### src/hw/cache_link_params.svh
// widths and cache geometry for the cache link adapter, include wherever a CL_ macro is used
`ifndef CACHE_LINK_PARAMS_SVH
`define CACHE_LINK_PARAMS_SVH

// link side
`define CL_LINK_ADDR_WIDTH 10
`define CL_DATA_WIDTH 32
`define CL_X_CORD_WIDTH 4
`define CL_Y_CORD_WIDTH 3

// cache geometry, tag array holds sets * ways entries
`define CL_SETS 8
`define CL_WAYS 2
`define CL_BLOCK_WORDS 4

// instruction block length in words
`define CL_IFETCH_WORDS 4

`define CL_FIFO_ELS 4

// byte address on the cache side: link word address minus top bit, plus byte bits
`define CL_CACHE_ADDR_WIDTH 11

`endif
### src/hw/cache_link_pkg.sv
// shared types for the cache link adapter, referenced by scoped name from every module
`include "cache_link_params.svh"

package cache_link_pkg;

  typedef logic [`CL_LINK_ADDR_WIDTH-1:0] link_addr_t;
  typedef logic [`CL_CACHE_ADDR_WIDTH-1:0] cache_addr_t;
  typedef logic [`CL_DATA_WIDTH-1:0] data_t;
  typedef logic [3:0] mask_t;
  typedef logic [4:0] reg_id_t;
  typedef logic [`CL_X_CORD_WIDTH-1:0] x_cord_t;
  typedef logic [`CL_Y_CORD_WIDTH-1:0] y_cord_t;

  typedef enum logic [2:0] {
    e_remote_store,
    e_remote_sw,
    e_remote_load,
    e_remote_amoadd,
    e_remote_amoswap
  } link_op_e;

  typedef struct packed {
    logic icache_fetch;
    logic is_byte_op;
    logic is_hex_op;
    logic is_unsigned_op;
    logic [1:0] part_sel;
  } load_info_s;

  typedef struct packed {
    link_op_e op;
    link_addr_t addr;
    data_t payload;
    mask_t mask;
    reg_id_t reg_id;
    load_info_s load_info;
    y_cord_t src_y_cord;
    x_cord_t src_x_cord;
  } req_pkt_s;

  typedef enum logic [3:0] {
    e_op_sm,
    e_op_lw,
    e_op_lh,
    e_op_lhu,
    e_op_lb,
    e_op_lbu,
    e_op_amoadd,
    e_op_amoswap,
    e_op_tagst,
    e_op_tagla,
    e_op_tagfl
  } cache_op_e;

  typedef struct packed {
    cache_op_e opcode;
    cache_addr_t addr;
    data_t data;
    mask_t mask;
  } cache_pkt_s;

  typedef enum logic [1:0] {
    e_return_credit,
    e_return_int_wb,
    e_return_ifetch
  } return_type_e;

  typedef struct packed {
    return_type_e pkt_type;
    data_t data;
    reg_id_t reg_id;
    y_cord_t y_cord;
    x_cord_t x_cord;
  } return_pkt_s;

  // what the adapter remembers about each request in flight
  typedef struct packed {
    return_type_e pkt_type;
    reg_id_t reg_id;
    y_cord_t y_cord;
    x_cord_t x_cord;
  } return_info_s;

endpackage

### src/hw/request_fifo.sv
// input FIFO that queues request packets from the mesh link ahead of the adapter
`timescale 1ns/100ps
`include "cache_link_params.svh"

module request_fifo (
  input  logic                      clk_i,
  input  logic                      reset_i,
  input  cache_link_pkg::req_pkt_s  req_pkt_i,
  input  logic                      req_v_i,
  output logic                      req_ready_o,
  output cache_link_pkg::req_pkt_s  deq_pkt_o,
  output logic                      deq_v_o,
  input  logic                      deq_yumi_i
);

  localparam int ptr_w_lp = $clog2(`CL_FIFO_ELS);
  localparam int count_w_lp = $clog2(`CL_FIFO_ELS + 1);

  cache_link_pkg::req_pkt_s mem [`CL_FIFO_ELS];
  logic [ptr_w_lp-1:0] wptr_r, rptr_r;
  logic [count_w_lp-1:0] count_r, count_n;
  logic ready_r;
  logic enq;

  assign enq = req_v_i & ready_r;
  assign req_ready_o = ready_r;
  assign deq_v_o = (count_r != '0);
  assign deq_pkt_o = mem[rptr_r];

  always_comb begin
    case ({enq, deq_yumi_i})
      2'b10: count_n = count_r + 1'b1;
      2'b01: count_n = count_r - 1'b1;
      default: count_n = count_r;
    endcase
  end

  always_ff @(posedge clk_i) begin
    if (reset_i) begin
      wptr_r <= '0;
      rptr_r <= '0;
      count_r <= '0;
      ready_r <= 1'b0;
    end else begin
      count_r <= count_n;
      // registered full flag keeps ready independent of the input valid
      ready_r <= (count_n != `CL_FIFO_ELS);
      if (enq) begin
        wptr_r <= (wptr_r == ptr_w_lp'(`CL_FIFO_ELS - 1)) ? '0 : wptr_r + 1'b1;
      end
      if (deq_yumi_i) begin
        rptr_r <= (rptr_r == ptr_w_lp'(`CL_FIFO_ELS - 1)) ? '0 : rptr_r + 1'b1;
      end
    end
  end

  always_ff @(posedge clk_i) begin
    if (enq) begin
      mem[wptr_r] <= req_pkt_i;
    end
  end

  // adapter must not pop an empty queue
  assert property (@(posedge clk_i) disable iff (reset_i) deq_yumi_i |-> deq_v_o);

endmodule

### config.mk
export PLATFORM = sky130hd
export DESIGN_NAME = request_fifo
export DESIGN_NICKNAME = d
export VERILOG_FILES = /design/src/hw/cache_link_pkg.sv /design/src/hw/request_fifo.sv
export VERILOG_INCLUDE_DIRS = /design/src /design/src/hw
export SDC_FILE = /design/constraint.sdc
export NUM_CORES = 1
export LEC_CHECK = 0
export BUFFER_PORTS_ARGS = -buffer_cell sky130_fd_sc_hd__buf_2
export CORE_MARGIN = 3
export CORE_UTILIZATION = 45
export DETAILED_ROUTE_END_ITERATION = 7
export PLACE_DENSITY_LB_ADDON = 0.1
export SLEW_MARGIN = 25
export SYNTH_ARGS = -nofsm -noshare
export SYNTH_HDL_FRONTEND = slang
export SYNTH_SLANG_ARGS = --single-unit
### constraint.sdc
create_clock -name clk_i -period 3 [get_ports clk_i]
set_clock_uncertainty 0.1 [all_clocks]
set_input_delay 0.15 -clock clk_i [delete_from_list [all_inputs] [get_ports clk_i]]
set_output_delay 0.15 -clock clk_i [all_outputs]
set_load 0.02 [all_outputs]
==> impl_metrics.py, run 1 <==
metrics = {
    "power_and_ir_drop": {
        "ir_drop_mv": 0.482,
        "power.density_nw_per_um2": 712,
        "total_leakage_power_nw": 4.35,
    },
    "final_layout": {
        "area_growth_pct": 25.5,
        "num-fill-cells": 1659,
        "final_core_util": 0.581,
        "post-route-cell-area_sq_um": 12800,
        "n_antenna_cell": 0,
        "nets": 714,
        "drive_gt1_frac": 0.390,
    },
    "sta": {
        "slew_viol_final": 0,
        "tightestPinTransition_ps": 563,
        "rsz0062_at_grt": "false",
        "max_freq_mhz": 395,
        "final-hold-violation-count": 0,
        "min_period_ps": 2530,
        "maxSlewHeadroom": 0.625,
        "fin_crit_sh": 0.843,
        "tns_ps": 0,
        "setup_viol": 0,
        "worst_slack_ps": 470,
    },
    "logic_synthesis": {
        "netlist_instances": 404,
        "yosysMostFrequentCell": "edfxtp_1",
        "synth_area_per_cell_sq_um": 25.2,
        "synth_common_cells": "edfxtp_1, mux4_2, dfxtp_1",
        "synth_top_cell_by_area": "edfxtp_1",
        "synth_top_area_frac": 0.789,
        "synth_edf_count": 268,
        "async_flop_share": 0,
        "synth_cell_type_count": 25,
        "yosys-top-cells-area": "edfxtp_1, mux4_2, dfxtp_1",
        "synth_seq_area_share": 0.809,
        "yosysWarnings": 0,
        "ys_seq_elements": 278,
        "syn-num-nets": 482,
        "synthFlopType": "edfxtp_1",
        "synth_area_sq_um": 10200,
    },
    "global_route": {
        "grt_pass1_wl_microns": 29200,
        "grt_use_total": 0.154,
        "grt_pass1_vias": 5338,
        "grt_overflow": 0,
        "grt_max_degree": 66,
        "antenna_found_initial": 0,
    },
    "clock_network": {
        "clk_latency_ps": 520,
        "htree_levels": 1,
        "clk_pin_slew_worst_paths_ps": 60,
        "cts_tree": "yes",
        "clock_path_buffers": 3,
        "cts-root-buf": "clkbuf_16",
        "cts_resized": 0,
        "cts_setup_buffers": 0,
        "clkSinkCount": 278,
        "cts_buffers": 28,
    },
    "detailed_routing": {
        "routed_wl_microns": 18600,
        "drt_iter0_drc": 331,
        "wl_per_cell_microns": 19.9,
        "drc": 0,
        "via_per_inst": 5.17,
        "dr_total_vias": 4829,
        "dr.pass1.iters": 5,
        "ant_nets": 0,
    },
    "setup_path": {
        "crit_arrival_ps": 2280,
        "crit_path_end_kind": "output port",
        "cp_max_fo": 57,
        "cp_slowest_cell": "mux4_2",
        "crit_path_start_kind": "flop",
        "path_cells": "buf_12, mux4_2, buf_2",
        "cp_data_required_time_ps": 2750,
        "crit_path_max_incr_delay_ps": 580,
        "crit_type": "reg2out",
    },
    "floorplanning": {
        "rows": 54,
        "start_util": 0.463,
        "io_pins": 140,
        "die_w_microns": 157,
        "dieArea_sq_um": 24500,
        "core_area_sq_um": 22000,
        "die_h_microns": 157,
    },
    "placed_design": {
        "io_buffer_count": 139,
        "dp.final_hpwl_microns": 10700,
        "placed_area_sq_um": 11300,
        "place_ws_ps": 879,
        "gp_congestion": 0.724,
    },
    "outcome": {
        "status": "finished clean",
    },
    "job": {
        "maxCapViolCount": 0,
    },
    "min_path": {
        "min_path_type": "in2reg",
    },
}
==> registers in the layout, indices dropped and copies added, names as in the netlist, named ones only <==
signal,cells
wptr_r,2
req_ready_o,1
count_r,3
rptr_r,2
mem,268
==> layout make-up <==
cell class | instances | area (sq um) | area share
Clock buffer | 39 | 763 | 0.0596
Multi-Input combinational cell | 103 | 1800 | 0.140
Inverter | 7 | 26.3 | 0.00205
Sequential cell | 278 | 8260 | 0.645
Clock inverter | 9 | 65.1 | 0.00508
Timing Repair Buffer | 218 | 1540 | 0.120
Tap cell | 280 | 350 | 0.0274
==> worst paths after layout <==
check	to	cells past startpoint	slack, ps	from
worst max-delay path	deq_pkt_o[4]	3	470	flop
worst min-delay path	mem[2][33]	2	270	req_pkt_i[33]
worst max register to register	req_ready_o	7	860	req_ready_o
worst min register to register	count_r[1]	2	430	count_r[1]
==> logic make-up (layout without fill, tap and decap cells) <==
group | Yosys count | in the layout | synth area share
AO/OA/AOI/OAI | 7 | 7 | 0.00417
XOR/XNOR | 2 | 2 | 0.00172
adder cells (fa/ha/maj) | 7 | 7 | 0.00932
buffers and inverters | 23 | 273 | 0.0172
flip-flops | 278 | 278 | 0.809
multiplexers | 69 | 69 | 0.150
AND/OR/NAND/NOR | 18 | 18 | 0.00908
==> power by group <==
| group | total (mW) | internal, mW | switching, mW | leakage, nW |
|---|---|---|---|---|
| Combinational | 1.27 | 0.537 | 0.731 | 1.43 |
| Clock | 3.15 | 1.84 | 1.31 | 0.405 |
| Sequential | 4.69 | 4.59 | 0.0973 | 2.52 |
| Total | 9.11 | 6.97 | 2.14 | 4.35 |
==> layer usage <==
| layer | GRT usage | vias up | wire [microns] |
|---|---|---|---|
| li1 | - | 2185 | - |
| met1 | 0.207 | 2490 | 7980 |
| met2 | 0.260 | 118 | 9340 |
| met3 | 0.0337 | 36 | 871 |
| met4 | 0.0388 | 0 | 430 |
| met5 | 0 | - | 0 |
==> timing repair <==
| action | in CTS | in global routing |
|---|---|---|
| hold endpoints to repair | 278 | 0 |
| hold buffers | 71 | 0 |
| endpoints found under the setup margin | 0 | 0 |
==> worst max-delay path, delay by kind of cell, from the launching register on <==
kind	cells	cell delay, ps
buffers and inverters	2	630
flip-flops	1	500
multiplexers	1	580
==> per-stage QoR <==
stage,cells,hold WS (ps),power (mW)
2_1_floorplan,404,149,5.54
3_3_place_gp,815,259,5.96
3_5_place_dp,815,265,5.99
4_1_cts,934,249,9.23
5_1_grt,934,253,9.50
6_report,934,273,9.11
==> cell usage in the layout, fill, tap and decap left out, types with 4 or more instances in the layout <==
cell,synthesis,layout
ha_1,6,6
a21oi_1,4,4
dlygate4sd3_1,0,71
edfxtp_1,268,268
dfxtp_1,10,8
inv_1,7,7
buf_12,4,6
clkinv_2,0,4
nor2_1,7,7
and3_4,0,4
clkbuf_16,0,29
clkbuf_1,1,10
clkinv_1,0,4
buf_2,4,139
mux4_2,67,67
(Power assumes the default switching activity.)
==> run 2, diff against run 1 <==
Clock period 3 ns to 2.2 ns, I/O delays scaled along.
==> impl_metrics.py, run 2 (synthesis gave the netlist of run 1 again) <==
metrics = {
    "power_and_ir_drop": {
        "ir_drop_mv": 0.629,
        "p_comb_frac": 0.148,
        "swShare": 0.236,
        "power.density_nw_per_um2": 963,
        "p_seq_frac": 0.509,
        "total_leakage_power_nw": 4.44,
        "switchingPower_mw": 2.95,
        "p_int_mw": 9.55,
        "p_clk_frac": 0.343,
    },
    "setup_path": {
        "crit_path_max_incr_delay_ps": 530,
        "crit_path_start_kind": "flop",
        "crit_arrival_ps": 1910,
        "crit_path_end_kind": "output port",
        "r2r-start": "req_ready_o",
        "crit_family": "multiplexers",
        "crit_type": "reg2out",
        "path_cells": "buf_4, buf_16, mux4_2, buf_2",
        "crit_buf_inv": 3,
        "worstSetupPathDepth": 4,
        "rrSetupSlack_ps": 100,
        "cp_max_fo": 13,
        "crit_path_end": "deq_pkt_o[40]",
        "cp_data_required_time_ps": 1990,
        "r2r-end": "req_ready_o",
        "r2r_cells": 7,
        "cp_slowest_cell": "mux4_2",
    },
    "detailed_routing": {
        "wl_per_cell_microns": 20.5,
        "drc": 0,
        "dr_total_vias": 4916,
        "drt_iter0_drc": 286,
        "routed_wl_microns": 19300,
        "ant_nets": 0,
        "via_per_inst": 5.22,
        "dr.pass1.iters": 4,
    },
    "global_route": {
        "grt_overflow": 0,
        "grt_pass1_wl_microns": 29800,
        "grt_pass1_vias": 5510,
        "grt_use_total": 0.157,
        "grt_max_degree": 68,
        "antenna_found_initial": 0,
    },
    "final_layout": {
        "nets": 722,
        "reg.largest.list": "mem: 268 flops, count_r: 3 flops",
        "layout.cells.non_filler": 941,
        "area_growth_pct": 27.3,
        "top_register": "mem",
        "final_cell_mix": "edfxtp_1, buf_2, dlygate4sd3_1, mux4_2, clkbuf_16",
        "largest_reg_flops": 268,
        "layout_commonest_cell": "edfxtp_1",
        "n_antenna_cell": 0,
        "drive_gt1_frac": 0.401,
    },
    "sta": {
        "rsz0062_at_grt": "false",
        "min_period_ps": 2120,
        "final-hold-violation-count": 0,
        "fin_crit_sh": 0.966,
        "tightestPinTransition_ps": 459,
        "max_freq_mhz": 471,
        "tns_ps": 0,
        "maxSlewHeadroom": 0.694,
        "slew_viol_final": 0,
        "setup_viol": 0,
    },
    "outcome": {
        "status": "finished clean",
    },
    "clock_network": {
        "clock_path_buffers": 3,
        "cts_buffers": 28,
        "clkSinkCount": 278,
        "clk_pin_slew_worst_paths_ps": 60,
        "cts-root-buf": "clkbuf_16",
        "clk_latency_ps": 510,
        "htree_levels": 1,
        "cts_tree": "yes",
    },
    "placed_design": {
        "dp.final_hpwl_microns": 10600,
        "place_inst": 816,
        "io_buffer_count": 139,
        "gp_congestion": 0.678,
    },
    "min_path": {
        "holdPathStages": 2,
        "min_path_type": "in2reg",
    },
    "floorplanning": {
        "rows": 54,
        "die_w_microns": 157,
        "dieArea_sq_um": 24500,
        "start_util": 0.463,
        "die_h_microns": 157,
        "io_pins": 140,
        "core_area_sq_um": 22000,
    },
    "job": {
        "maxCapViolCount": 0,
    },
}
[run 2: changes by cell type in the layout (fill, tap and decap cells not counted)]
cell,before,now
buf_2,139,134
buf_6,0,5
buf_16,0,2
buf_4,2,4
clkbuf_1,10,8
clkbuf_16,29,31
buf_12,6,7
buf_8,0,1
clkinv_2,4,5
nand2_1,2,1
nand2_2,0,1
[run 2: what timing repair did]
item | in CTS | in global routing
hold buffers | 71 | 0
cloned | 0 | 2
endpoints found under the hold margin | 278 | 0
setup endpoints to repair | 57 | 48
gates resized for setup | 12 | 3
buffers inserted | 2 | 3
[run 2: metrics by stage]
stage | util | hold slack (ps) | area [sq um] | total power [mW] | setup slack, ps
global route | 0.590 | 236 | 13000 | 13.0 | 2.76
CTS | 0.585 | 214 | 12900 | 12.6 | -19.1
finish | 0.590 | 238 | 13000 | 12.5 | 75.0
global placement | 0.513 | 220 | 11300 | 8.13 | 170
detailed placement | 0.513 | 229 | 11300 | 8.19 | 80.8
floorplan | - | 109 | 10200 | 7.54 | 161
[run 2: area by class of cell]
class,count,area [sq um]
clock inverter,10,70.1
clock buffer,37,756
sequential,278,8260
inverter,7,26.3
tap,280,350
timing repair buffer,226,1730
multi-input combinational,103,1800
fill,1633,9040
[run 2: per-layer routing]
metal,global-route usage,share of wire,vias to the layer above
met4,0.0321,0.013,0
met2,0.276,0.52,109
li1,-,-,2213
met1,0.201,0.42,2572
met5,0,0,-
met3,0.0360,0.049,22
[run 2: how the worst min path moves through the flow]
stage | slack [ps] | from | end
detailed placement | 230 | req_pkt_i[33] | mem[0][33]
floorplan | 110 | req_pkt_i[0] | mem[0][0]
finish | 240 | req_pkt_i[13] | mem[3][13]
CTS | 210 | req_pkt_i[14] | mem[0][14]
global route | 240 | req_pkt_i[13] | mem[3][13]
global placement | 220 | req_pkt_i[56] | mem[1][56]
[run 2: power groups by stage]
stage               registers, mW  clock network, mW  logic, mW
floorplan                    6.46                  0       1.09
global placement             6.46                  0       1.67
detailed placement           6.49                  0       1.70
CTS                          6.38               4.41       1.85
global route                 6.40               4.65       1.99
finish                       6.37               4.29       1.85
