===== config.mk =====
export PLATFORM = sky130hd
export DESIGN_NAME = link_to_cache
export DESIGN_NICKNAME = d
export VERILOG_FILES = /design/src/hw/cache_link_pkg.sv /design/src/hw/link_to_cache.sv
export VERILOG_INCLUDE_DIRS = /design/src /design/src/hw
export SDC_FILE = /design/constraint.sdc
export NUM_CORES = 1
export LEC_CHECK = 0
export ABC_AREA = 0
export BUFFER_PORTS_ARGS = -buffer_cell sky130_fd_sc_hd__buf_2
export CAP_MARGIN = 15
export CORE_ASPECT_RATIO = 0.5
export CORE_MARGIN = 2
export CORE_UTILIZATION = 42
export CTS_CLUSTER_DIAMETER = 150
export DETAILED_ROUTE_END_ITERATION = 6
export GPL_TIMING_DRIVEN = 0
export PLACE_DENSITY_LB_ADDON = 0.08
export SETUP_SLACK_MARGIN = 0.2
export SKIP_LAST_GASP = 1
export SLEW_MARGIN = 30
export SYNTH_ARGS = -nofsm -noshare
export SYNTH_HDL_FRONTEND = slang
export SYNTH_SLANG_ARGS = --single-unit
export TNS_END_PERCENT = 1

===== constraint.sdc =====
create_clock -name clk_i -period 2.72 [get_ports clk_i]
set_input_delay 0.272 -clock clk_i [delete_from_list [all_inputs] [get_ports clk_i]]
set_output_delay 0.272 -clock clk_i [all_outputs]
set_load 0.03 [all_outputs]

===== src/hw/cache_link_params.svh =====
// widths and cache geometry for the cache link adapter, include wherever a CL_ macro is used
`ifndef CACHE_LINK_PARAMS_SVH
`define CACHE_LINK_PARAMS_SVH

// link side
`define CL_LINK_ADDR_WIDTH 10
`define CL_DATA_WIDTH 32
`define CL_X_CORD_WIDTH 4
`define CL_Y_CORD_WIDTH 3

// cache geometry, tag array holds sets * ways entries
`define CL_SETS 8
`define CL_WAYS 2
`define CL_BLOCK_WORDS 4

// instruction block length in words
`define CL_IFETCH_WORDS 4

`define CL_FIFO_ELS 4

// byte address on the cache side: link word address minus top bit, plus byte bits
`define CL_CACHE_ADDR_WIDTH 11

`endif

===== src/hw/cache_link_pkg.sv =====
// shared types for the cache link adapter, referenced by scoped name from every module
`include "cache_link_params.svh"

package cache_link_pkg;

  typedef logic [`CL_LINK_ADDR_WIDTH-1:0] link_addr_t;
  typedef logic [`CL_CACHE_ADDR_WIDTH-1:0] cache_addr_t;
  typedef logic [`CL_DATA_WIDTH-1:0] data_t;
  typedef logic [3:0] mask_t;
  typedef logic [4:0] reg_id_t;
  typedef logic [`CL_X_CORD_WIDTH-1:0] x_cord_t;
  typedef logic [`CL_Y_CORD_WIDTH-1:0] y_cord_t;

  typedef enum logic [2:0] {
    e_remote_store,
    e_remote_sw,
    e_remote_load,
    e_remote_amoadd,
    e_remote_amoswap
  } link_op_e;

  typedef struct packed {
    logic icache_fetch;
    logic is_byte_op;
    logic is_hex_op;
    logic is_unsigned_op;
    logic [1:0] part_sel;
  } load_info_s;

  typedef struct packed {
    link_op_e op;
    link_addr_t addr;
    data_t payload;
    mask_t mask;
    reg_id_t reg_id;
    load_info_s load_info;
    y_cord_t src_y_cord;
    x_cord_t src_x_cord;
  } req_pkt_s;

  typedef enum logic [3:0] {
    e_op_sm,
    e_op_lw,
    e_op_lh,
    e_op_lhu,
    e_op_lb,
    e_op_lbu,
    e_op_amoadd,
    e_op_amoswap,
    e_op_tagst,
    e_op_tagla,
    e_op_tagfl
  } cache_op_e;

  typedef struct packed {
    cache_op_e opcode;
    cache_addr_t addr;
    data_t data;
    mask_t mask;
  } cache_pkt_s;

  typedef enum logic [1:0] {
    e_return_credit,
    e_return_int_wb,
    e_return_ifetch
  } return_type_e;

  typedef struct packed {
    return_type_e pkt_type;
    data_t data;
    reg_id_t reg_id;
    y_cord_t y_cord;
    x_cord_t x_cord;
  } return_pkt_s;

  // what the adapter remembers about each request in flight
  typedef struct packed {
    return_type_e pkt_type;
    reg_id_t reg_id;
    y_cord_t y_cord;
    x_cord_t x_cord;
  } return_info_s;

endpackage


===== src/hw/link_to_cache.sv =====
// adapter that maps queued link requests onto the cache pipeline and builds the return packets
`timescale 1ns/100ps
`include "cache_link_params.svh"

module link_to_cache (
  input  logic                         clk_i,
  input  logic                         reset_i,
  input  cache_link_pkg::req_pkt_s     fifo_pkt_i,
  input  logic                         fifo_v_i,
  output logic                         fifo_yumi_o,
  output cache_link_pkg::cache_pkt_s   cache_pkt_o,
  output logic                         cache_v_o,
  input  logic                         cache_ready_i,
  input  cache_link_pkg::data_t        result_data_i,
  input  logic                         result_v_i,
  output logic                         result_yumi_o,
  input  logic                         tv_we_i,
  output cache_link_pkg::return_pkt_s  return_pkt_o,
  output logic                         return_v_o,
  input  logic                         return_ready_i,
  output logic                         route_east_o
);

  localparam int la_w_lp = `CL_LINK_ADDR_WIDTH;
  localparam int fetch_w_lp = $clog2(`CL_IFETCH_WORDS);
  localparam int tag_entries_lp = `CL_SETS * `CL_WAYS;
  localparam int tag_idx_w_lp = $clog2(tag_entries_lp);
  localparam int block_off_w_lp = $clog2(`CL_BLOCK_WORDS) + 2;
  localparam int tag_pad_w_lp = `CL_CACHE_ADDR_WIDTH - tag_idx_w_lp - block_off_w_lp;

  typedef enum logic [1:0] {
    e_reset,
    e_clear_tag,
    e_ready,
    e_fetch
  } state_e;

  state_e state_r, state_n;
  logic [tag_idx_w_lp:0] tagst_sent_r, tagst_sent_n;
  logic [tag_idx_w_lp:0] tagst_recv_r, tagst_recv_n;
  logic sweep_done_r, sweep_done_n;
  logic route_r, route_n;
  logic [fetch_w_lp-1:0] fetch_count_r;
  logic fetch_count_up;
  logic is_fetch;
  logic last_word;
  cache_link_pkg::load_info_s load_info;
  cache_link_pkg::return_type_e req_type;
  cache_link_pkg::return_info_s tl_info_r, tv_info_r;

  assign load_info = fifo_pkt_i.load_info;
  assign is_fetch = (fifo_pkt_i.op == cache_link_pkg::e_remote_load) & load_info.icache_fetch;
  assign last_word = (fetch_count_r == fetch_w_lp'(`CL_IFETCH_WORDS - 1));
  assign route_east_o = route_r;

  always_comb begin
    case (fifo_pkt_i.op)
      cache_link_pkg::e_remote_store, cache_link_pkg::e_remote_sw: begin
        req_type = cache_link_pkg::e_return_credit;
      end
      cache_link_pkg::e_remote_load: begin
        req_type = load_info.icache_fetch ? cache_link_pkg::e_return_ifetch
                                          : cache_link_pkg::e_return_int_wb;
      end
      default: req_type = cache_link_pkg::e_return_int_wb;
    endcase
  end

  always_comb begin
    cache_pkt_o.opcode = cache_link_pkg::e_op_tagst;
    cache_pkt_o.addr = '0;
    cache_pkt_o.data = '0;
    cache_pkt_o.mask = '0;
    cache_v_o = 1'b0;
    fifo_yumi_o = 1'b0;
    result_yumi_o = 1'b0;
    return_v_o = 1'b0;
    fetch_count_up = 1'b0;
    state_n = state_r;
    tagst_sent_n = tagst_sent_r;
    tagst_recv_n = tagst_recv_r;
    sweep_done_n = sweep_done_r;
    route_n = route_r;

    case (state_r)
      e_reset: state_n = e_clear_tag;

      e_clear_tag: begin
        cache_v_o = (tagst_sent_r != tag_entries_lp);
        cache_pkt_o.addr = {{tag_pad_w_lp{1'b0}}, tagst_sent_r[tag_idx_w_lp-1:0],
                            {block_off_w_lp{1'b0}}};
        if (cache_v_o & cache_ready_i) begin
          tagst_sent_n = tagst_sent_r + 1'b1;
        end
        // sweep results are swallowed
        result_yumi_o = result_v_i;
        if (result_v_i) begin
          tagst_recv_n = tagst_recv_r + 1'b1;
        end
        if ((tagst_sent_r == tag_entries_lp) && (tagst_recv_r == tag_entries_lp)) begin
          state_n = e_ready;
          sweep_done_n = 1'b1;
        end
      end

      e_ready: begin
        cache_v_o = fifo_v_i;
        fifo_yumi_o = ~is_fetch & fifo_v_i & cache_ready_i;
        cache_pkt_o.data = fifo_pkt_i.payload;
        cache_pkt_o.mask = (fifo_pkt_i.op == cache_link_pkg::e_remote_sw) ? 4'b1111
                                                                         : fifo_pkt_i.mask;
        cache_pkt_o.addr = {fifo_pkt_i.addr[la_w_lp-2:0], 2'b00};

        if (fifo_pkt_i.addr[la_w_lp-1 -: 2] == 2'b11) begin
          // config word rides through as a tag load no-op
          cache_pkt_o.opcode = cache_link_pkg::e_op_tagla;
          if (fifo_v_i & cache_ready_i) begin
            route_n = fifo_pkt_i.payload[0];
          end
        end else if (fifo_pkt_i.addr[la_w_lp-1]) begin
          case (fifo_pkt_i.op)
            cache_link_pkg::e_remote_store, cache_link_pkg::e_remote_sw:
              cache_pkt_o.opcode = cache_link_pkg::e_op_tagst;
            cache_link_pkg::e_remote_load: cache_pkt_o.opcode = cache_link_pkg::e_op_tagla;
            // atomics to tag space flush
            default: cache_pkt_o.opcode = cache_link_pkg::e_op_tagfl;
          endcase
        end else begin
          case (fifo_pkt_i.op)
            cache_link_pkg::e_remote_amoadd: cache_pkt_o.opcode = cache_link_pkg::e_op_amoadd;
            cache_link_pkg::e_remote_amoswap: cache_pkt_o.opcode = cache_link_pkg::e_op_amoswap;
            cache_link_pkg::e_remote_load: begin
              if (load_info.is_byte_op) begin
                cache_pkt_o.opcode = load_info.is_unsigned_op ? cache_link_pkg::e_op_lbu
                                                              : cache_link_pkg::e_op_lb;
              end else if (load_info.is_hex_op) begin
                cache_pkt_o.opcode = load_info.is_unsigned_op ? cache_link_pkg::e_op_lhu
                                                              : cache_link_pkg::e_op_lh;
              end else begin
                cache_pkt_o.opcode = cache_link_pkg::e_op_lw;
              end
              cache_pkt_o.addr = {fifo_pkt_i.addr[la_w_lp-2:fetch_w_lp],
                                  is_fetch ? fetch_count_r : fifo_pkt_i.addr[fetch_w_lp-1:0],
                                  is_fetch ? 2'b00 : load_info.part_sel};
            end
            default: cache_pkt_o.opcode = cache_link_pkg::e_op_sm;
          endcase
        end

        return_v_o = result_v_i;
        result_yumi_o = result_v_i & return_ready_i;
        fetch_count_up = is_fetch & fifo_v_i & cache_ready_i;
        if (fetch_count_up) begin
          state_n = e_fetch;
        end
      end

      e_fetch: begin
        // request stays at the head until its last word goes out
        cache_v_o = fifo_v_i;
        cache_pkt_o.opcode = cache_link_pkg::e_op_lw;
        cache_pkt_o.addr = {fifo_pkt_i.addr[la_w_lp-2:fetch_w_lp], fetch_count_r, 2'b00};
        fifo_yumi_o = fifo_v_i & cache_ready_i & last_word;
        return_v_o = result_v_i;
        result_yumi_o = result_v_i & return_ready_i;
        fetch_count_up = fifo_v_i & cache_ready_i;
        if (fetch_count_up & last_word) begin
          state_n = e_ready;
        end
      end

      default: state_n = e_reset;
    endcase
  end

  always_ff @(posedge clk_i) begin
    if (reset_i) begin
      state_r <= e_reset;
      tagst_sent_r <= '0;
      tagst_recv_r <= '0;
      sweep_done_r <= 1'b0;
      route_r <= 1'b0;
      fetch_count_r <= '0;
    end else begin
      state_r <= state_n;
      tagst_sent_r <= tagst_sent_n;
      tagst_recv_r <= tagst_recv_n;
      sweep_done_r <= sweep_done_n;
      route_r <= route_n;
      if (fetch_count_up) begin
        fetch_count_r <= fetch_count_r + 1'b1;
      end
    end
  end

  // tracker mirrors the cache's lookup and result stages once the sweep is over
  always_ff @(posedge clk_i) begin
    if (sweep_done_r) begin
      if (cache_v_o & cache_ready_i) begin
        tl_info_r <= '{pkt_type: req_type, reg_id: fifo_pkt_i.reg_id,
                       y_cord: fifo_pkt_i.src_y_cord, x_cord: fifo_pkt_i.src_x_cord};
      end
      if (tv_we_i) begin
        tv_info_r <= tl_info_r;
      end
    end
  end

  always_comb begin
    return_pkt_o.pkt_type = tv_info_r.pkt_type;
    return_pkt_o.data = result_data_i;
    return_pkt_o.reg_id = tv_info_r.reg_id;
    return_pkt_o.y_cord = tv_info_r.y_cord;
    return_pkt_o.x_cord = tv_info_r.x_cord;
  end

  // every sweep result answers a tag store already sent
  assert property (@(posedge clk_i) disable iff (reset_i)
    ((state_r == e_clear_tag) && result_v_i) |-> (tagst_recv_r < tagst_sent_r));

endmodule


==> run summary, run 1 <==
Outcome: complete, no violations
Setup WS post-layout: 0.668 ns
Final setup violation count: 0
EDFF count, synth: 28
Post_cts resized: 0
Total Wirelength: 7780 um
Max Root-Sink Buffers: 2
Synth Flop Type: edfxtp_1
Clock skew: 0.00461 ns
Cells after Synth: 259
Clock Latency Late Sink: 0.28 ns
Syn_nets: 370
Largest net degree at the start of global routing: 15
Filler instances: 497
Mapped Area: 2550 um^2
Synth-to-Final Area Change: 44.1%
Vias in the first global route: 2370
Most frequent cells in the layout: buf_2, and2_1, buf_4
DR WL/cell: 15.2 um
Dpl hpwl: 6250 um
Die height: 59.1 um
Final net count: 550
Post-synthesis async set-or-reset flop share: 0%
PwrDens: 440 nW/um^2
Overall Power: 0.00162 W
Most common cell after layout, fill and taps aside: buf_2
DIE AREA: 6750 um^2
Final hold viol count: 0
Die Wd: 114 um
Worst Hold Class: primary input to register
Vias per cell: 4.78
HP Start: fifo_pkt_i[13]
Share of cells above drive strength 1: 51.6%
Crit start category: register
Global Route Usage Sum: 22.4%
DP Worst Slack: 0.645 ns
# hold bufs at CTS: 0
Final instance area: 3680 um^2
Routability congestion estimate: 0.804
Setup bufs post-CTS: 0
Static Leak: 1.87 nW
Via count: 2453
Worst Tran Pin Value: 0.659 ns
Fmax achieved: 487 MHz
Final Max Tran Viols: 0
Period utilisation layout: 75.4%
H-tree depth: 2
Starting DRC count in detailed routing: 151
#FFs+latches synth: 44
Yosys Warn Count: 0
Row cnt: 19
Post-DP Area: 3510 um^2
Setup TNS: 0 ns
Starting Density: 45.1%
CTS tree: built
# IOs: 208
Initial antenna violation count: 0
Clock-pin slew of the registers on the worst-case setup and hold paths: 0.06 ns
CP Class: register to register
Drt first pass iters: 4
Total core area: 5660 um^2
VDD IR max: 0.000303 V
Antenna-violating nets left: 0
CTS root buffer: clkbuf_16
CP Capture Type: register
Crit. Startpoint: tagst_sent_r[0]$_SDFFE_PP0P_
Register area share after synthesis: 45.5%
Distinct cell type count after synthesis: 47
Max Cap Viol: 0
GRT overflow: 0
Global-route wire length before repair: 11700 um
Slew HR: 56.1%
Mean Syn Cell Area: 9.85 um^2
Unrepaired setup endpoints after global routing: no
TritonCTS Buffers: 5
WP data arrival: 1.97 ns
Required @ worst endpoint: 2.64 ns
Tightest hold margin: 0.163 ns
R2r startpoint: tagst_sent_r[0]$_SDFFE_PP0P_
Antenna diodes: 0
Critical-path maximum fanout: 14
Fin crit period: 2.05 ns
Sink Count: 44
Residual DRC count: 0
IO Port Bufs: 173
[synth_stat cells, types with 6 or more instances]
cell type / number / share of area (%)
a21oi_1: 10 / 2.0
and2_1: 40 / 9.8
dfxtp_1: 16 / 13
edfxtp_1: 28 / 33
inv_1: 11 / 1.6
o21ai_0: 8 / 1.6
nand3_1: 6 / 1.2
buf_2: 7 / 1.4
nand2_1: 14 / 2.1
nor2b_1: 8 / 2.0
buf_4: 32 / 9.4
nor2_1: 21 / 3.1
[state kept, by name, indices dropped and copies added (netlist names)]
register	count
fetch_count_r	2
tl_info_r	14
tagst_recv_r	5
tagst_sent_r	5
return_pkt_o	14
state_r	2
sweep_done_r	1
route_east_o	1
[critical path, stage by stage, from the launching register on]
cell      delay (ns)
dfxtp_1         0.39
inv_1           0.10
ha_1            0.24
nor4bb_4        0.20
o21ai_1         0.17
and3_1          0.59
[stage by stage]
step	cells	utilization [%]
final	513	65.0
after global routing	513	65.0
after CTS	513	65.0
after detailed placement	505	62.0
after global placement	505	62.0
after floorplan	259	-
[kinds of logic (layout without fill, tap and decap cells)]
group,count (synthesis),in the layout,synth area share (%)
AND/OR/NAND/NOR,111,111,26.1
flip-flops,44,44,45.5
XOR/XNOR,2,2,0.687
adder cells (fa/ha/maj),5,5,2.45
buffers and inverters,55,236,13.1
multiplexers,10,10,4.17
AO/OA/AOI/OAI,32,32,7.90
[where the power goes]
part           internal [W]  total [W]  leakage [nW]  switching, W
sequential         0.000709   0.000715         0.381    0.00000574
combinational      0.000108   0.000235          1.41      0.000127
clock              0.000431   0.000668        0.0814      0.000237
[layout make-up]
| type | instances | area, um^2 | area share, % |
|---|---|---|---|
| sequential | 44 | 1160 | 31.6 |
| multi-input combinational | 160 | 1050 | 28.7 |
| timing repair buffer | 173 | 866 | 23.6 |
| buffer | 44 | 294 | 8.00 |
| clock buffer | 5 | 125 | 3.40 |
| tap | 73 | 91.3 | 2.48 |
| clock inverter | 3 | 42.5 | 1.16 |
| inverter | 11 | 41.3 | 1.12 |
[path summary, 6_finish.rpt]
path              slack, ns  cells past startpoint                         end
hold / removal         0.16                      1      tl_info_r[7]$_DFFE_PP_
setup / recovery       0.67                      5     tl_info_r[11]$_DFFE_PP_
setup reg to reg       0.67                      5     tl_info_r[11]$_DFFE_PP_
hold reg to reg        0.42                      0  return_pkt_o[44]$_DFFE_PP_
[metal layers]
metal | wire [um] | track usage (%)
met5 | 0 | 0
met4 | 73 | 4.88
met3 | 502 | 4.70
met2 | 3700 | 37.2
met1 | 3510 | 30.7
No activity file was read; power rests on OpenSTA's default activity.
==> run 2: changes to the inputs <==
ABC_AREA = 1   (was 0)
CORE_UTILIZATION = 35   (was 42)
clock period = 1.83 ns   (was 2.72 ns; I/O delays follow)
==> run summary, run 2 <==
Outcome: complete, no violations
Setup WS post-layout: 0.189 ns (-0.479 ns)
Post-synthesis async set-or-reset flop share: 0% (unchanged)
Clock-pin slew of the registers on the worst-case setup and hold paths: 0.06 ns (about the same)
CTS root buffer: clkbuf_16
Yosys Warn Count: 0 (unchanged)
Setup TNS: 0 ns (unchanged)
Overall Power: 0.00352 W (+120%)
# IOs: 208 (unchanged)
Total core area: 6830 um^2 (+21%)
Antenna-violating nets left: 0 (unchanged)
Top cell type's share of synthesized area: 33.2% (+0.23 points)
Area leader, netlist: edfxtp_1
Static Leak: 2.11 nW (+13%)
Register share of total power: 31.9% (-12 points)
GRT overflow: 0 (unchanged)
Required @ worst endpoint: 1.65 ns (-0.99 ns)
Share of cells above drive strength 1: 48.5% (-3.1 points)
Dpl hpwl: 5530 um (-12%)
Vias per cell: 4.19 (-12%)
Syn_nets: 430 (+16%)
EDFF count, synth: 28 (unchanged)
HP Start: fifo_pkt_i[0]
Die Wd: 124 um (+8.8%)
R2r startpoint: tagst_sent_r[0]$_SDFFE_PP0P_
P_int: 0.00220 W (+77%)
Synth Flop Type: edfxtp_1
Largest net degree at the start of global routing: 16 (+1)
Via count: 2510 (+2.3%)
Sw frac: 37.4% (+15 points)
Final hold viol count: 0 (unchanged)
Worst Tran Pin Value: 0.525 ns (-0.133 ns)
Cell count of the worst hold path: 1 (unchanged)
Starting Density: 37.1% (-8.0 points)
DP Worst Slack: -0.00566 ns (-0.651 ns)
Net Sw Power: 0.00132 W (+260%)
Final Max Tran Viols: 0 (unchanged)
Comb power frac: 39.4% (+25 points)
Total Wirelength: 6590 um (-15%)
Most frequent cells in the layout: buf_2, inv_1, buf_4
Distinct cell type count after synthesis: 29 (-38%)
Clock skew: 0.00410 ns (-0.000507 ns)
Vias in the first global route: 2344 (-1.1%)
Worst Hold Class: primary input to register
Global Route Usage Sum: 15.9% (-6.5 points)
Global-route wire length before repair: 10400 um (-11%)
Residual DRC count: 0 (unchanged)
Crit start category: register
CP Class: register to output port
Routability congestion estimate: 0.795 (-1.1%)
R2r endpoint: tl_info_r[6]$_DFFE_PP_
Final setup violation count: 0 (unchanged)
R2R Setup Slk: 0.32 ns (-0.35 ns)
Unrepaired setup endpoints after global routing: yes
WP data arrival: 1.46 ns (-0.51 ns)
DIE AREA: 7980 um^2 (+18%)
Main area contributors after synthesis: edfxtp_1, dfxtp_1, inv_1
Slew HR: 64.9% (+8.8 points)
Drt first pass iters: 4 (unchanged)
Antenna diodes: 0 (unchanged)
Mapped Area: 2530 um^2 (-0.69%)
Cells after Synth: 319 (+23%)
Critical-path maximum fanout: 10 (-4)
Max Cap Viol: 0 (unchanged)
PwrDens: 916 nW/um^2 (+110%)
Period utilisation layout: 89.7%
Fmax achieved: 609 MHz
Initial antenna violation count: 0 (unchanged)
#FFs+latches synth: 44 (unchanged)
CTS tree: built
Power share of the clock group: 28.7% (-13 points)
H-tree depth: 2 (unchanged)
Most common cell after layout, fill and taps aside: buf_2
CP Capture Type: output port
TritonCTS Buffers: 5 (unchanged)
Sink Count: 44 (unchanged)
Synth-to-Final Area Change: 51.7%
Fin crit period: 1.64 ns
Reg2reg path depth: 7 (+2)
Clock Latency Late Sink: 0.28 ns (about the same)
Die height: 64.2 um (+8.6%)
Starting DRC count in detailed routing: 71 (-53%)
Most common cell in the netlist: inv_1
Register area share after synthesis: 45.8% (+0.31 points)
Final net count: 617 (+12%)
VDD IR max: 0.000399 V (+32%)
Mean Syn Cell Area: 7.94 um^2 (-19%)
DR WL/cell: 11.0 um (-27%)
Max Root-Sink Buffers: 2 (unchanged)
Hold endpoint: tl_info_r[0]$_DFFE_PP_
Row cnt: 21 (+2)
IO Port Bufs: 175 (+1.2%)
Synth cell count leaders: inv_1, nor2_1, nand2_1
-- run 2: cell families (layout without fill, tap and decap cells) --
logic type | after synthesis | count (layout) | synth area share, %
flops | 44 | 44 | 45.8
compound gates | 44 | 44 | 9.38
fa+ha+maj | 5 | 5 | 2.47
simple gates | 113 | 113 | 20.2
xor+xnor | 2 | 2 | 0.691
buf+inv | 111 | 299 | 21.4
-- run 2: cell type report --
type	instances	area, um^2
multi-input combinational	164	853
buffer	36	268
clock buffer	5	125
clock inverter	3	46.3
tap	92	115
inverter	75	285
sequential	44	1170
timing repair buffer	180	981
fill	660	2990
-- run 2: worst max-delay path, stage by stage, from the launching register on --
cell	delay [ns]
dfxtp_4	0.36
inv_2	0.07
nor2_4	0.18
inv_4	0.09
buf_4	0.17
nor2_1	0.09
clkbuf_4	0.20
-- run 2: what timing repair did --
item	CTS	global route
setup endpoints to repair	54	50
setup buffers	1	4
pin swaps	2	2
resized for setup	7	39
endpoints found under the hold margin	0	0
hold buffers	0	0
-- run 2: routing by layer --
metal | share of wire [%] | wire length [um] | vias to the layer above | track usage [%]
met3 | 6.5 | 428 | 7 | 3.43
met4 | 1.3 | 89 | 0 | 6.18
li1 | - | - | 1340 | -
met5 | 0 | 0 | - | 0
met1 | 42 | 2790 | 1081 | 18.4
met2 | 50 | 3290 | 82 | 29.1
-- run 2: power by group through the flow --
stage	Sequential [W]	Combinational (W)	Clock [W]
2_1_floorplan	0.00113	0.000928	0
3_3_place_gp	0.00114	0.00131	0
3_5_place_dp	0.00114	0.00131	0
4_1_cts	0.00112	0.00133	0.00104
5_1_grt	0.00113	0.00151	0.00107
6_report	0.00112	0.00139	0.00101
-- run 2: worst max path at each step --
stage	from	end	slack [ns]
floorplan	state_r[1]$_SDFFE_PP0P_	cache_pkt_o[38]	0.20
global placement	tagst_sent_r[0]$_SDFFE_PP0P_	tl_info_r[4]$_DFFE_PP_	0.01
detailed placement	tagst_sent_r[0]$_SDFFE_PP0P_	tl_info_r[3]$_DFFE_PP_	-0.006
CTS	state_r[1]$_SDFFE_PP0P_	cache_pkt_o[24]	0.07
global route	state_r[1]$_SDFFE_PP0P_	cache_pkt_o[26]	0.11
finish	state_r[1]$_SDFFE_PP0P_	cache_pkt_o[5]	0.19
-- run 2: through the flow --
step                      cells  util (%)  instance area (um^2)  hold WS [ns]
after floorplan             319         -                  2550         0.252
after global placement      586      51.9                  3540         0.359
after detailed placement    586      51.9                  3540         0.361
after CTS                   595      54.9                  3750        0.0654
after global routing        599      56.2                  3840        0.0608
final                       599      56.2                  3840        0.0738
